## src/stream_pkg.sv

```systemverilog
/* Shared stream types for the two-channel merge path. Widths are fixed here;
   the slice depth and channel count are compile-time constants. */

`default_nettype none

package stream_pkg;

    // Sample payload and tag widths
    localparam int DATA_WIDTH = 32;
    localparam int DEST_WIDTH = 8;
    localparam int USER_WIDTH = 16;

    // Number of front-end channels feeding the arbiter
    localparam int N_CHANNELS = 2;

    // Depth of the output register slice
    localparam int N_STAGES = 2;

    // One beat of the stream, tlast marks the final beat of a packet
    typedef struct packed {
        logic [DATA_WIDTH-1:0] data;
        logic [DEST_WIDTH-1:0] dest;
        logic [USER_WIDTH-1:0] user;
        logic                  tlast;
    } stream_beat_t;

    // Arbiter grant state, one grant state per channel
    typedef enum logic [1:0] {
        ARB_IDLE = 2'd0,
        ARB_CH0  = 2'd1,
        ARB_CH1  = 2'd2
    } arb_state_t;

endpackage

`default_nettype wire

```

## src/sample_tagger.sv

```systemverilog
/* Zero-latency tagger. dest and user of the incoming beat are overwritten;
   CHANNEL_ID must fit in DEST_WIDTH bits. */

`timescale 1ns/1ps
`default_nettype none

module sample_tagger #(
    parameter int unsigned CHANNEL_ID = 0
) (
    input  logic                     clock,
    input  logic                     reset,
    input  stream_pkg::stream_beat_t in_beat,
    input  logic                     in_valid,
    output logic                     in_ready,
    output stream_pkg::stream_beat_t out_beat,
    output logic                     out_valid,
    input  logic                     out_ready
);

    // Packet sequence number for this channel
    logic [stream_pkg::USER_WIDTH-1:0] seq_count;

    // Channel tag taken from the parameter
    logic [stream_pkg::DEST_WIDTH-1:0] channel_tag;

    // A beat moves downstream on this cycle
    logic transfer;

    // The final beat of a packet moves downstream on this cycle
    logic last_transfer;

    assign channel_tag = CHANNEL_ID[stream_pkg::DEST_WIDTH-1:0];

    // Handshake passes straight through, the tagger never stalls on its own
    assign out_valid = in_valid;
    assign in_ready  = out_ready;

    assign transfer      = in_valid && out_ready;
    assign last_transfer = transfer && in_beat.tlast;

    // Data and tlast are untouched, the tag fields are replaced
    always_comb begin
        out_beat       = in_beat;
        out_beat.dest  = channel_tag;
        out_beat.user  = seq_count;
    end

    // The counter moves on the edge after a tlast transfer, so every beat
    // of one packet carries the same number. It wraps at the field width
    always_ff @(posedge clock) begin
        if (!reset) begin
            seq_count <= '0;
        end else if (last_transfer) begin
            seq_count <= seq_count + 1'b1;
        end
    end

endmodule

`default_nettype wire

```

## src/stream_arbiter.sv

```systemverilog
/* Packet-locked round-robin arbiter for two streams. A grant is taken one cycle
   after a request is seen and held until the granted packet's tlast beat transfers. */

`timescale 1ns/1ps
`default_nettype none

module stream_arbiter (
    input  logic                     clock,
    input  logic                     reset,
    input  stream_pkg::stream_beat_t ch0_beat,
    input  logic                     ch0_valid,
    output logic                     ch0_ready,
    input  stream_pkg::stream_beat_t ch1_beat,
    input  logic                     ch1_valid,
    output logic                     ch1_ready,
    output stream_pkg::stream_beat_t out_beat,
    output logic                     out_valid,
    input  logic                     out_ready
);

    stream_pkg::arb_state_t state;
    stream_pkg::arb_state_t state_next;

    // Channel that held the most recent grant, 1 means channel 1
    logic last_served;
    logic last_served_next;

    // End of the granted packet passes through on this cycle
    logic packet_done;

    // Output mux follows the current grant
    always_comb begin
        out_beat  = ch0_beat;
        out_valid = 1'b0;
        ch0_ready = 1'b0;
        ch1_ready = 1'b0;
        case (state)
            stream_pkg::ARB_CH0: begin
                out_beat  = ch0_beat;
                out_valid = ch0_valid;
                ch0_ready = out_ready;
            end
            stream_pkg::ARB_CH1: begin
                out_beat  = ch1_beat;
                out_valid = ch1_valid;
                ch1_ready = out_ready;
            end
            default: begin
                // Idle offers nothing and accepts nothing
                out_valid = 1'b0;
            end
        endcase
    end

    assign packet_done = out_valid && out_ready && out_beat.tlast;

    // Grant selection
    always_comb begin
        state_next       = state;
        last_served_next = last_served;
        case (state)
            stream_pkg::ARB_IDLE: begin
                if (ch0_valid && ch1_valid) begin
                    // Tie goes to the channel that was not served last
                    if (last_served) begin
                        state_next       = stream_pkg::ARB_CH0;
                        last_served_next = 1'b0;
                    end else begin
                        state_next       = stream_pkg::ARB_CH1;
                        last_served_next = 1'b1;
                    end
                end else if (ch0_valid) begin
                    state_next       = stream_pkg::ARB_CH0;
                    last_served_next = 1'b0;
                end else if (ch1_valid) begin
                    state_next       = stream_pkg::ARB_CH1;
                    last_served_next = 1'b1;
                end
            end
            stream_pkg::ARB_CH0, stream_pkg::ARB_CH1: begin
                if (packet_done) begin
                    state_next = stream_pkg::ARB_IDLE;
                end
            end
            default: begin
                state_next = stream_pkg::ARB_IDLE;
            end
        endcase
    end

    always_ff @(posedge clock) begin
        if (!reset) begin
            state       <= stream_pkg::ARB_IDLE;
            last_served <= 1'b1;
        end else begin
            state       <= state_next;
            last_served <= last_served_next;
        end
    end

endmodule

`default_nettype wire

```

## src/register_slice.sv

```systemverilog
/* N_STAGES-deep pipeline with a combinational ready path. The whole chain
   advances only while out_ready is high, so bubbles are not squeezed out. */

`timescale 1ns/1ps
`default_nettype none

module register_slice (
    input  logic                     clock,
    input  logic                     reset,
    input  stream_pkg::stream_beat_t in_beat,
    input  logic                     in_valid,
    output logic                     in_ready,
    output stream_pkg::stream_beat_t out_beat,
    output logic                     out_valid,
    input  logic                     out_ready
);

    // Beat held in each stage, index 0 is the input side
    stream_pkg::stream_beat_t beat_q [stream_pkg::N_STAGES];

    // Occupancy of each stage
    logic [stream_pkg::N_STAGES-1:0] valid_q;

    // Upstream sees exactly the downstream ready
    assign in_ready = out_ready;

    // The last stage drives the output
    assign out_beat  = beat_q[stream_pkg::N_STAGES-1];
    assign out_valid = valid_q[stream_pkg::N_STAGES-1];

    // Payload shift chain
    always_ff @(posedge clock) begin
        if (out_ready) begin
            beat_q[0] <= in_beat;
            for (int i = 1; i < stream_pkg::N_STAGES; i++) begin
                beat_q[i] <= beat_q[i-1];
            end
        end
    end

    // Valid chain moves in lockstep with the payload
    always_ff @(posedge clock) begin
        if (!reset) begin
            valid_q <= '0;
        end else if (out_ready) begin
            valid_q[0] <= in_valid;
            for (int i = 1; i < stream_pkg::N_STAGES; i++) begin
                valid_q[i] <= valid_q[i-1];
            end
        end
    end

endmodule

`default_nettype wire

```

## src/stream_merge_top.sv

```systemverilog
/* Two tagged sample channels merged into one retimed stream. Input dest and
   user fields are ignored and replaced by the taggers. */

`timescale 1ns/1ps
`default_nettype none

module stream_merge_top (
    input  logic                     clock,
    input  logic                     reset,
    input  stream_pkg::stream_beat_t ch0_in,
    input  logic                     ch0_valid,
    output logic                     ch0_ready,
    input  stream_pkg::stream_beat_t ch1_in,
    input  logic                     ch1_valid,
    output logic                     ch1_ready,
    output stream_pkg::stream_beat_t out,
    output logic                     out_valid,
    input  logic                     out_ready
);

    // Tagger to arbiter links
    stream_pkg::stream_beat_t tag0_beat;
    logic                     tag0_valid;
    logic                     tag0_ready;
    stream_pkg::stream_beat_t tag1_beat;
    logic                     tag1_valid;
    logic                     tag1_ready;

    // Arbiter to slice link
    stream_pkg::stream_beat_t arb_beat;
    logic                     arb_valid;
    logic                     arb_ready;

    sample_tagger #(
        .CHANNEL_ID(0)
    ) u_tag0 (
        .clock    (clock),
        .reset    (reset),
        .in_beat  (ch0_in),
        .in_valid (ch0_valid),
        .in_ready (ch0_ready),
        .out_beat (tag0_beat),
        .out_valid(tag0_valid),
        .out_ready(tag0_ready)
    );

    sample_tagger #(
        .CHANNEL_ID(1)
    ) u_tag1 (
        .clock    (clock),
        .reset    (reset),
        .in_beat  (ch1_in),
        .in_valid (ch1_valid),
        .in_ready (ch1_ready),
        .out_beat (tag1_beat),
        .out_valid(tag1_valid),
        .out_ready(tag1_ready)
    );

    stream_arbiter u_arb (
        .clock    (clock),
        .reset    (reset),
        .ch0_beat (tag0_beat),
        .ch0_valid(tag0_valid),
        .ch0_ready(tag0_ready),
        .ch1_beat (tag1_beat),
        .ch1_valid(tag1_valid),
        .ch1_ready(tag1_ready),
        .out_beat (arb_beat),
        .out_valid(arb_valid),
        .out_ready(arb_ready)
    );

    register_slice u_slice (
        .clock    (clock),
        .reset    (reset),
        .in_beat  (arb_beat),
        .in_valid (arb_valid),
        .in_ready (arb_ready),
        .out_beat (out),
        .out_valid(out_valid),
        .out_ready(out_ready)
    );

endmodule

`default_nettype wire

```

## config.mk

```make
export PLATFORM = sky130hd
export DESIGN_NAME = stream_merge_top
export DESIGN_NICKNAME = d
export VERILOG_FILES = /design/src/stream_pkg.sv /design/src/sample_tagger.sv /design/src/stream_arbiter.sv /design/src/register_slice.sv /design/src/stream_merge_top.sv
export SDC_FILE = /design/constraint.sdc
export NUM_CORES = 1
export LEC_CHECK = 0
export CAP_MARGIN = 10
export CORE_MARGIN = 1
export CORE_UTILIZATION = 35
export DETAILED_ROUTE_END_ITERATION = 12
export DONT_BUFFER_PORTS = 1
export MAX_ROUTING_LAYER = met4
export PLACE_DENSITY = 0.48
export SLEW_MARGIN = 25
export SYNTH_ARGS = -nofsm -noshare
export SYNTH_HDL_FRONTEND = slang
export SYNTH_SLANG_ARGS = --single-unit
```

## constraint.sdc

```tcl
create_clock -name clock -period 2.15 [get_ports clock]
set_input_delay 0.43 -clock clock [delete_from_list [all_inputs] [get_ports clock]]
set_output_delay 0.43 -clock clock [all_outputs]
set_load 0.05 [all_outputs]
```

==> results.tsv, run 1 <==
stage	metric	value	unit
clock_network	worst skew pair latency	410	ps
global_routing	largest net degree at the start of global routing	111	
layout	layout filler cell count	1502	
global_routing	vias in the first global route	2686	
job	max cap viols	0	
synthesis	Synthesis Warnings	0	
layout	Final nets	503	
sta	post-layout min period	2050	ps
placement	GPL Wtd Cong	0.758	
synthesis	Synth area leaders	edfxtp_1, dfxtp_1, mux2_2	
power	switching share of power	22.6	%
drt	antenna viol nets, final	0	
drt	Total Routed Length	9110	microns
clock_network	Longest Clk Path Bufs	2	
outcome	status	completed	
sta	Final TNS setup	0	ps
drt	Starting DRT DRC Count	162	
layout	area delta synth->final	7.41	%
clock_network	Post CTS Setup Buffer Count	0	
sta	RSZ-0062 raised after global routing	no	
placement	Buffers on Ports	0	
power	clock share of power	44.2	%
critical_path	crit path kind	reg -> out	
synthesis	synthesized area per cell	14.0	sq um
power	Max VDD drop	0.508	mV
sta	Final Cycle Share	95.4	%
sta	Worst Max-Slew Pin Slew	512	ps
clock_network	CTS Hold Buffers Added	0	
floorplan	width of the chip	132	microns
critical_path	Worst setup SP type	flip-flop	
synthesis	count leader, synth	edfxtp_1	
synthesis	Synth Flop Type	edfxtp_1	
floorplan	IO Count	179	
placement	Post-DP HPWL	5850	microns
clock_network	Clock Tree Root	clkbuf_16	
sta	Layout Skew	5.46	ps
critical_path	crit end category	output port	
floorplan	Core Box Area	16100	sq um
floorplan	die area	17300	sq um
hold_path	min-delay worst type	in -> reg	
global_routing	total gr overflow	0	
global_routing	total global-route track usage	11.3	%
drt	via count	2810	
synthesis	Synth cell types	36	
sta	worst rel slew slack	65.8	%
floorplan	Cell Rows	46	
synthesis	FFs w/ async S/R, synth	0	%
synthesis	number of synthesized flops with an enable pin	100	
sta	Fin. Hold Viols	0	
clock_network	CTS sink cnt	137	
drt	routed length per placed instance	15.1	microns
critical_path	CP arrival	1620	ps
critical_path	WP data required	1720	ps
clock_network	clock slew at reported path FFs	50	ps
synthesis	synthesized area	5870	sq um
global_routing	initial antenna violation count	0	
power	Reg power frac	49.9	%
synthesis	Post-Syn Instances	419	
power	P per Cell Area	1050	nW/um^2
clock_network	H-tree depth	4	
clock_network	Num CTS Buffers	17	
power	P_sw	1.49	mW
critical_path	largest fanout on the critical path	16	
floorplan	Starting Density	36.4	%
synthesis	Synth top cells by count	edfxtp_1, buf_4, mux2_2, dfxtp_1, nor2_1	
synthesis	top cell type's share of synthesized area	51.1	%
global_routing	first-pass GRT wire length	14400	microns
layout	fraction of layout cells with a size suffix above 1	22.6	%
synthesis	Seq/Total Area, Yosys	63.7	%
sta	Final Slew Violations	0	
sta	# setup viols final	0	
drt	DRC violations left	0	
layout	Ant. Diodes	0	
sta	hold_ws	99.9	ps
synthesis	leading area contributor after synthesis	edfxtp_1	
sta	Max Clk Rate	488	MHz
power	Comb power frac	5.9	%
synthesis	FF+latch count, synth	137	
drt	Vias/cell	4.64	
drt	Pre-Repair DR Iteration Count	4	
power	P_int	5.11	mW
power	Leak Pwr	2.21	nW
floorplan	Die Span Y	132	microns
clock_network	CTS tree	done	
==> layout make-up <==
type	count	area (sq um)	area share, %
Multi-Input combinational cell	208	1620	25.7
Timing Repair Buffer	4	50.0	0.793
Tap cell	216	270	4.28
Clock inverter	11	155	2.46
Sequential cell	137	3740	59.3
Clock buffer	19	433	6.86
Inverter	10	37.5	0.595
==> logic make-up after synthesis <==
| family | after synthesis | synth area share, % |
|---|---|---|
| flops | 137 | 63.7 |
| simple gates | 100 | 10.5 |
| buf+inv | 80 | 9.16 |
| mux | 53 | 10.0 |
| compound gates | 21 | 2.11 |
| xor+xnor | 21 | 3.13 |
| fa+ha+maj | 6 | 1.28 |
| other cells | 1 | 0.0639 |
==> state kept, by name, summed over array words and instances (netlist names) <==
| signal | flops |
|---|---|
| u_tag1.seq_count | 16 |
| u_slice.beat_q | 100 |
| u_tag0.seq_count | 16 |
| u_slice.valid_q | 2 |
| u_arb.state | 2 |
| u_arb.last_served | 1 |
==> through the flow <==
stage	setup WS, ps	instances	total power [mW]	area (sq um)	util, %
floorplan	217	425	3.73	5900	-
global placement	310	575	3.72	5710	35.4
detailed placement	277	575	3.73	5710	35.4
CTS	23.9	605	6.70	6300	39.1
global route	17.2	605	6.86	6310	39.1
finish	98.9	605	6.60	6310	39.1
==> layer usage <==
| metal | track usage [%] | vias up | wire length (microns) |
|---|---|---|---|
| met4 | 4.07 | 0 | 111 |
| li1 | - | 1360 | - |
| met1 | 13.3 | 1362 | 4160 |
| met5 | - | - | 0 |
| met2 | 17.4 | 78 | 4380 |
| met3 | 4.48 | 10 | 455 |
==> power by group through the flow <==
stage / Clock [mW] / Sequential [mW] / Combinational, mW
after floorplan: 0 / 3.11 / 0.622
after global placement: 0 / 3.35 / 0.374
after detailed placement: 0 / 3.35 / 0.383
after CTS: 3.02 / 3.30 / 0.390
after global routing: 3.13 / 3.30 / 0.424
final: 2.92 / 3.29 / 0.387
==> timing repair <==
| item | CTS | global route |
|---|---|---|
| endpoints found under the setup margin | 1 | 1 |
| hold endpoints to repair | 0 | 0 |
| resized for setup | 1 | 2 |
==> layout by cell type, fill, tap and decap left out, types with 2 or more instances in the layout <==
master      instances
edfxtp_1          100
mux2_2             47
dfxtp_1            37
nor2_1             23
nand2_1            21
xnor2_1            19
clkbuf_16          17
nand3_1            15
inv_1              10
a21oi_1             9
nor3_1              8
conb_1              7
o21ai_0             6
nand2b_1            6
mux2i_1             6
nand4_1             4
nor4_4              4
ha_1                4
bufinv_16           4
clkinv_1            4
nand4_4             3
and3_1              3
or3_1               3
nor4_1              3
and2_1              2
and4_1              2
xor2_1              2
nor4_2              2
o32ai_1             2
ha_2                2
clkinvlp_4          2
clkbuf_1            2
buf_4               2
==> worst max-delay path: stages (launching register included) <==
cell and delay [ps]:
dfxtp_1 380, inv_1 100, ha_2 220, buf_8 170
and2_1 160, buf_4 180
==> worst paths after layout <==
path / from / cells past startpoint / to / slack [ps]
worst max register to register: u_arb.state[1]$_SDFFE_PN0P_ / 6 / u_tag0.seq_count[15]$_SDFFE_PN0P_ / 280
worst min register to register: u_slice.beat_q[0][51]$_DFFE_PP_ / 0 / u_slice.beat_q[0][108]$_DFFE_PP_ / 410
worst min-delay path: reset / 1 / u_arb.last_served$_SDFFE_PN1P_ / 100
worst max-delay path: u_arb.state[0]$_SDFFE_PN0P_ / 5 / ch1_ready / 100
Note: power is estimated with default switching activity, not from simulation.
==> inputs of run 2 (changes only) <==
--- a/config.mk
+++ b/config.mk
@@ -6,12 +6,14 @@
 export NUM_CORES = 1
 export LEC_CHECK = 0
 export CAP_MARGIN = 10
+export CELL_PAD_IN_SITES_DETAIL_PLACEMENT = 2
+export CELL_PAD_IN_SITES_GLOBAL_PLACEMENT = 2
 export CORE_MARGIN = 1
 export CORE_UTILIZATION = 35
 export DETAILED_ROUTE_END_ITERATION = 12
 export DONT_BUFFER_PORTS = 1
 export MAX_ROUTING_LAYER = met4
-export PLACE_DENSITY = 0.48
+export PLACE_DENSITY = 0.67
 export SLEW_MARGIN = 25
 export SYNTH_ARGS = -nofsm -noshare
 export SYNTH_HDL_FRONTEND = slang
==> run 2 against run 1 <==
- sequential share of layout area shrank 0.35 points
- cell area grew 0.60%
- global-route usage grew 2.4 points
- register-to-register slack gained 20 ps
- highest routed layer unchanged
- total power grew 1.5%
- sequential power is essentially flat
- die area is the same
- critical endpoint unchanged
- fmax grew 1.3%
- worst setup slack gained 26 ps
==> results.tsv, run 2 (synthesis results as in run 1) <==
stage	metric	value	unit
layout	layout filler cell count	1613	
floorplan	Starting Density	36.4	%
critical_path	CP arrival	1600	ps
placement	Buffers on Ports	0	
global_routing	initial antenna violation count	0	
hold_path	origin of the worst min-delay path	reset	
clock_network	H-tree depth	4	
layout	top flop regs	u_slice.beat_q: 100 flops, u_tag0.seq_count: 16 flops, u_tag1.seq_count: 16 flops	
sta	Final Cycle Share	94.2	%
critical_path	WP buf/inv	3	
job	max cap viols	0	
layout	commonest cells after routing, fill and taps aside	edfxtp_1, mux2_2, dfxtp_1	
layout	Ant. Diodes	0	
drt	Vias/cell	4.77	
clock_network	Clock Tree Root	clkbuf_16	
power	switching share of power	23.3	%
power	Comb power frac	6.1	%
power	clock share of power	44.7	%
clock_network	worst skew pair latency	410	ps
drt	Pre-Repair DR Iteration Count	4	
power	P per Cell Area	1060	nW/um^2
layout	area of the multi-input gates	1630	sq um
drt	routed length per placed instance	18.0	microns
clock_network	clock slew at reported path FFs	50	ps
critical_path	worst-path cell chain	inv_1, ha_4, buf_12, and2_1, buf_4	
critical_path	Critical Path Start	u_arb.state[0]$_SDFFE_PN0P_	
critical_path	Worst R2R Start	u_arb.state[1]$_SDFFE_PN0P_	
drt	Total Routed Length	10900	microns
drt	DRC violations left	0	
clock_network	CTS tree	done	
global_routing	vias in the first global route	3121	
critical_path	WP data required	1720	ps
floorplan	Core Box Area	16100	sq um
global_routing	total global-route track usage	13.7	%
sta	worst rel slew slack	66.4	%
critical_path	Crit-path slowest cell	dfxtp_1	
critical_path	crit end category	output port	
power	Max VDD drop	0.520	mV
sta	Final TNS setup	0	ps
placement	Post-DP HPWL	7140	microns
critical_path	crit path kind	reg -> out	
critical_path	delay-heaviest family, CP	buffers and inverters	
drt	Starting DRT DRC Count	120	
critical_path	Worst path max stage delay	370	ps
clock_network	CTS sink cnt	137	
sta	Worst Max-Slew Pin Slew	503	ps
layout	Largest Register	u_slice.beat_q	
critical_path	largest fanout on the critical path	16	
floorplan	Die Span Y	132	microns
layout	Sequential Area	3740	sq um
sta	Final Slew Violations	0	
sta	RSZ-0062 raised after global routing	no	
floorplan	Cell Rows	46	
drt	antenna viol nets, final	0	
sta	Fin. Hold Viols	0	
sta	Max Clk Rate	494	MHz
placement	Placement Setup Slack	317	ps
outcome	status	completed	
drt	via count	2890	
hold_path	min-delay worst type	in -> reg	
floorplan	IO Count	179	
floorplan	width of the chip	132	microns
power	Leak Pwr	2.23	nW
layout	Layout Utilization	39.4	%
layout	Largest register FFs	100	
sta	Layout Skew	5.75	ps
layout	area delta synth->final	8.05	%
placement	GPL Wtd Cong	0.711	
global_routing	largest net degree at the start of global routing	111	
clock_network	Longest Clk Path Bufs	2	
global_routing	total gr overflow	0	
layout	fraction of layout cells with a size suffix above 1	23.6	%
floorplan	die area	17300	sq um
clock_network	CTS Hold Buffers Added	0	
layout	commonest non-fill, non-tap cell in the layout	edfxtp_1	
global_routing	first-pass GRT wire length	17600	microns
power	Reg power frac	49.2	%
clock_network	Num CTS Buffers	17	
critical_path	Worst setup SP type	flip-flop	
power	P_sw	1.56	mW
sta	final worst setup slack	125	ps
power	P_int	5.13	mW
sta	post-layout min period	2030	ps
layout	Final nets	504	
sta	# setup viols final	0	
==> run 2: repair_timing <==
item,in CTS,in global routing
buffers inserted,0,0
resized for setup,2,3
gates cloned,0,0
setup endpoints to repair,1,1
==> run 2: power by group through the flow <==
| stage | logic (mW) | clock network [mW] | registers [mW] |
|---|---|---|---|
| after floorplan | 0.622 | 0 | 3.11 |
| after global placement | 0.377 | 0 | 3.34 |
| after detailed placement | 0.401 | 0 | 3.35 |
| after CTS | 0.407 | 3.09 | 3.30 |
| after global routing | 0.447 | 3.18 | 3.31 |
| final | 0.409 | 2.99 | 3.30 |
==> run 2: metrics by stage <==
stage / power (mW) / std cells / cell area, sq um / hold slack [ps]
after global placement: 3.72 / 576 / 5720 / 401
after CTS: 6.80 / 606 / 6330 / 79.7
after detailed placement: 3.76 / 576 / 5720 / 405
final: 6.70 / 606 / 6350 / 105
after floorplan: 3.73 / 425 / 5900 / 400
after global routing: 6.94 / 606 / 6350 / 112
==> run 2: final cells by class <==
class                           count  area share (%)
Multi-Input combinational cell    208            25.7
Inverter                           10           0.591
Clock inverter                     12            2.74
Tap cell                          216            4.26
Timing Repair Buffer                5           0.986
Clock buffer                       18            6.76
Sequential cell                   137            59.0
==> run 2: layer usage <==
layer / GRT usage, % / part of all wire, %
met1: 15.3 / 42
met2: 22.3 / 52
met3: 4.94 / 5.1
met4: 5.43 / 1.3
met5: - / 0
==> run 2: worst paths after layout <==
check,endpoint,slack [ps],depth (start not counted)
hold reg to reg,u_slice.beat_q[0][58]$_DFFE_PP_,410,0
setup reg to reg,u_tag0.seq_count[15]$_SDFFE_PN0P_,300,6
setup / recovery,ch1_ready,120,5
hold / removal,u_arb.last_served$_SDFFE_PN1P_,100,1
==> inputs of run 3 (changes only) <==
--- a/config.mk
+++ b/config.mk
@@ -5,6 +5,7 @@
 export SDC_FILE = /design/constraint.sdc
 export NUM_CORES = 1
 export LEC_CHECK = 0
+export ABC_AREA = 1
 export CAP_MARGIN = 10
 export CELL_PAD_IN_SITES_DETAIL_PLACEMENT = 2
 export CELL_PAD_IN_SITES_GLOBAL_PLACEMENT = 2
@@ -13,7 +14,7 @@
 export DETAILED_ROUTE_END_ITERATION = 12
 export DONT_BUFFER_PORTS = 1
 export MAX_ROUTING_LAYER = met4
-export PLACE_DENSITY = 0.67
+export PLACE_DENSITY = 0.72
 export SLEW_MARGIN = 25
 export SYNTH_ARGS = -nofsm -noshare
 export SYNTH_HDL_FRONTEND = slang
==> run 3 against run 2 <==
- utilization fell by 0.78 points
- via count rose by 30%
- critical path type unchanged
- critical path depth did not move
- clock power fell by 3%
- sequential cell count did not move
- highest routed layer unchanged
- routed wire length rose by 25%
==> results.tsv, run 3 <==
stage	metric	value	unit
clock_network	Clock Tree Root	clkbuf_16	
outcome	status	completed	
global_routing	total global-route track usage	16.8	%
critical_path	critical path's most frequent cell	inv_1	
global_routing	largest net degree at the start of global routing	109	
layout	area of the multi-input gates	1590	sq um
clock_network	Longest Clk Path Bufs	2	
synthesis	Synth Flop Type	edfxtp_1	
sta	Final Cycle Share	88.5	%
sta	hold_ws	115	ps
layout	final instance area	6420	sq um
sta	worst rel slew slack	65.0	%
sta	Final TNS setup	0	ps
power	Leak Pwr	2.53	nW
layout	fraction of layout cells with a size suffix above 1	10.1	%
sta	Fin. Hold Viols	0	
synthesis	top cell type's share of synthesized area	50.2	%
drt	via count	3771	
placement	DP Area	5830	sq um
critical_path	CP arrival	1470	ps
sta	# setup viols final	0	
clock_network	Post CTS Setup Buffer Count	0	
floorplan	Core Box Area	16600	sq um
layout	Layout Utilization	38.6	%
synthesis	FFs w/ async S/R, synth	0	%
synthesis	main combinational cell family by area after synthesis	simple AND/OR/NAND/NOR gates	
layout	layout filler cell count	1757	
clock_network	CTS tree	done	
synthesis	multiplexer share of the synthesized area	0	%
sta	final worst setup slack	248	ps
drt	Starting DRT DRC Count	153	
synthesis	number of synthesized flops with an enable pin	100	
clock_network	Num CTS Buffers	17	
critical_path	Critical Path Start	u_arb.state[0]$_SDFFE_PN0P_	
drt	routed length per placed instance	17.4	microns
floorplan	die area	17600	sq um
synthesis	Synth area leaders	edfxtp_1, dfxtp_1, nand2_1	
power	P per Cell Area	1070	nW/um^2
hold_path	origin of the worst min-delay path	out_ready	
job	max cap viols	0	
sta	Max Clk Rate	526	MHz
sta	Final Slew Violations	0	
synthesis	synthesized area	5980	sq um
power	total power	6.91	mW
layout	commonest non-fill, non-tap cell in the layout	nand2_1	
floorplan	width of the chip	133	microns
floorplan	IO Count	179	
drt	Vias/cell	4.82	
global_routing	total gr overflow	0	
clock_network	CTS Hold Buffers Added	0	
floorplan	Starting Density	36.0	%
layout	Ant. Diodes	0	
sta	RSZ-0062 raised after global routing	no	
critical_path	reg2reg setup slack	480	ps
layout	Sequential Area	3740	sq um
global_routing	first-pass GRT wire length	21600	microns
critical_path	worst r2r dst	u_tag0.seq_count[10]$_SDFFE_PN0P_	
critical_path	crit path kind	reg -> out	
drt	Total Routed Length	13600	microns
synthesis	Simple-Gate Fraction of Synth Area	20.6	%
global_routing	vias in the first global route	4090	
synthesis	Post-Syn Instances	592	
clock_network	CTS resizes	0	
hold_path	Hold Path Depth	0	
clock_network	worst skew pair latency	420	ps
layout	area delta synth->final	7.36	%
hold_path	Hold Path End	u_slice.beat_q[0][106]$_DFFE_PP_	
layout	final cell count without fillers	783	
synthesis	count leader, synth	nand2_1	
critical_path	Worst path max stage delay	330	ps
synthesis	FF+latch count, synth	137	
clock_network	CTS sink cnt	137	
synthesis	Synthesis Warnings	0	
sta	Layout Skew	7.18	ps
floorplan	Die Span Y	133	microns
sta	Worst Max-Slew Pin Slew	527	ps
sta	post-layout min period	1900	ps
critical_path	Crit-path slowest cell	dfxtp_1	
synthesis	post-synthesis xor/xnor area fraction	0.146	%
synthesis	leading area contributor after synthesis	edfxtp_1	
drt	Pre-Repair DR Iteration Count	4	
synthesis	Synth Area in Adders	1.25	%
critical_path	largest fanout on the critical path	4	
critical_path	Worst setup SP type	flip-flop	
placement	GPL Wtd Cong	0.744	
layout	commonest cells after routing, fill and taps aside	nand2_1, edfxtp_1, nor2_1	
critical_path	Worst R2R Start	u_arb.state[1]$_SDFFE_PN0P_	
hold_path	min-delay worst type	in -> reg	
global_routing	initial antenna violation count	0	
layout	Final nets	675	
critical_path	R2R depth	9	
layout	top flop regs	u_slice.beat_q: 100 flops, u_tag0.seq_count: 16 flops, u_tag1.seq_count: 16 flops	
synthesis	Synth cell types	29	
drt	DRC violations left	0	
synthesis	Synth top cells by count	nand2_1, edfxtp_1, buf_4, nor2_1, inv_1	
placement	Placed Instances	751	
synthesis	Seq/Total Area, Yosys	62.6	%
critical_path	crit end category	output port	
power	Max VDD drop	0.489	mV
placement	Post-DP HPWL	9480	microns
critical_path	worst-path cell chain	inv_1, ha_1, nand2_1, inv_1, buf_12	
synthesis	compound-gate portion of the synthesized area	4.08	%
layout	Largest Register	u_slice.beat_q	
clock_network	clock slew at reported path FFs	60	ps
synthesis	synthesized area per cell	10.1	sq um
layout	Largest register FFs	100	
critical_path	WP data required	1720	ps
clock_network	H-tree depth	4	
drt	antenna viol nets, final	0	
placement	Placement Setup Slack	472	ps
placement	Buffers on Ports	0	
floorplan	Cell Rows	47	
-- run 3: per-layer routing --
layer,global-route usage [%],vias up,routed length [microns],part of all wire [%]
met2,30.0,90,7290,54
li1,-,1785,-,-
met5,-,-,0,0
met1,17.6,1879,5580,41
met4,6.64,0,227,1.7
met3,4.52,17,522,3.8
-- run 3: worst max path at each step --
stage	endpoint	slack, ps	cells after the start
after floorplan	ch1_ready	390	6
after global placement	u_tag0.seq_count[12]$_SDFFE_PN0P_	570	9
after detailed placement	u_tag1.seq_count[5]$_SDFFE_PN0P_	470	9
after CTS	ch1_ready	210	5
after global routing	ch1_ready	160	5
final	ch1_ready	250	5
-- run 3: worst max-delay path, delay by kind of cell (launching register included) --
kind / cells / cell delay (ps)
fa+ha+maj: 1 / 290
buf+inv: 3 / 350
flops: 1 / 330
simple gates: 1 / 80
-- run 3: power by group --
group | internal [mW] | total, mW | leakage (nW) | switching [mW]
Sequential | 3.12 | 3.48 | 1.30 | 0.363
Combinational | 0.145 | 0.528 | 0.950 | 0.383
Clock | 1.72 | 2.90 | 0.281 | 1.17
-- run 3: kinds of logic after synthesis --
family / count (synthesis)
fa+ha+maj: 6
compound gates: 47
flops: 137
simple gates: 281
other cells: 1
xor+xnor: 1
buf+inv: 119
-- run 3: cell type report --
| type | instances | share of cell area, % |
|---|---|---|
| flip-flops and latches | 137 | 58.3 |
| well taps | 220 | 4.29 |
| multi-input cells | 342 | 24.8 |
| repair buffers | 4 | 0.662 |
| clock inverters | 15 | 2.59 |
| clock buffers | 17 | 6.62 |
| inverters | 48 | 2.80 |
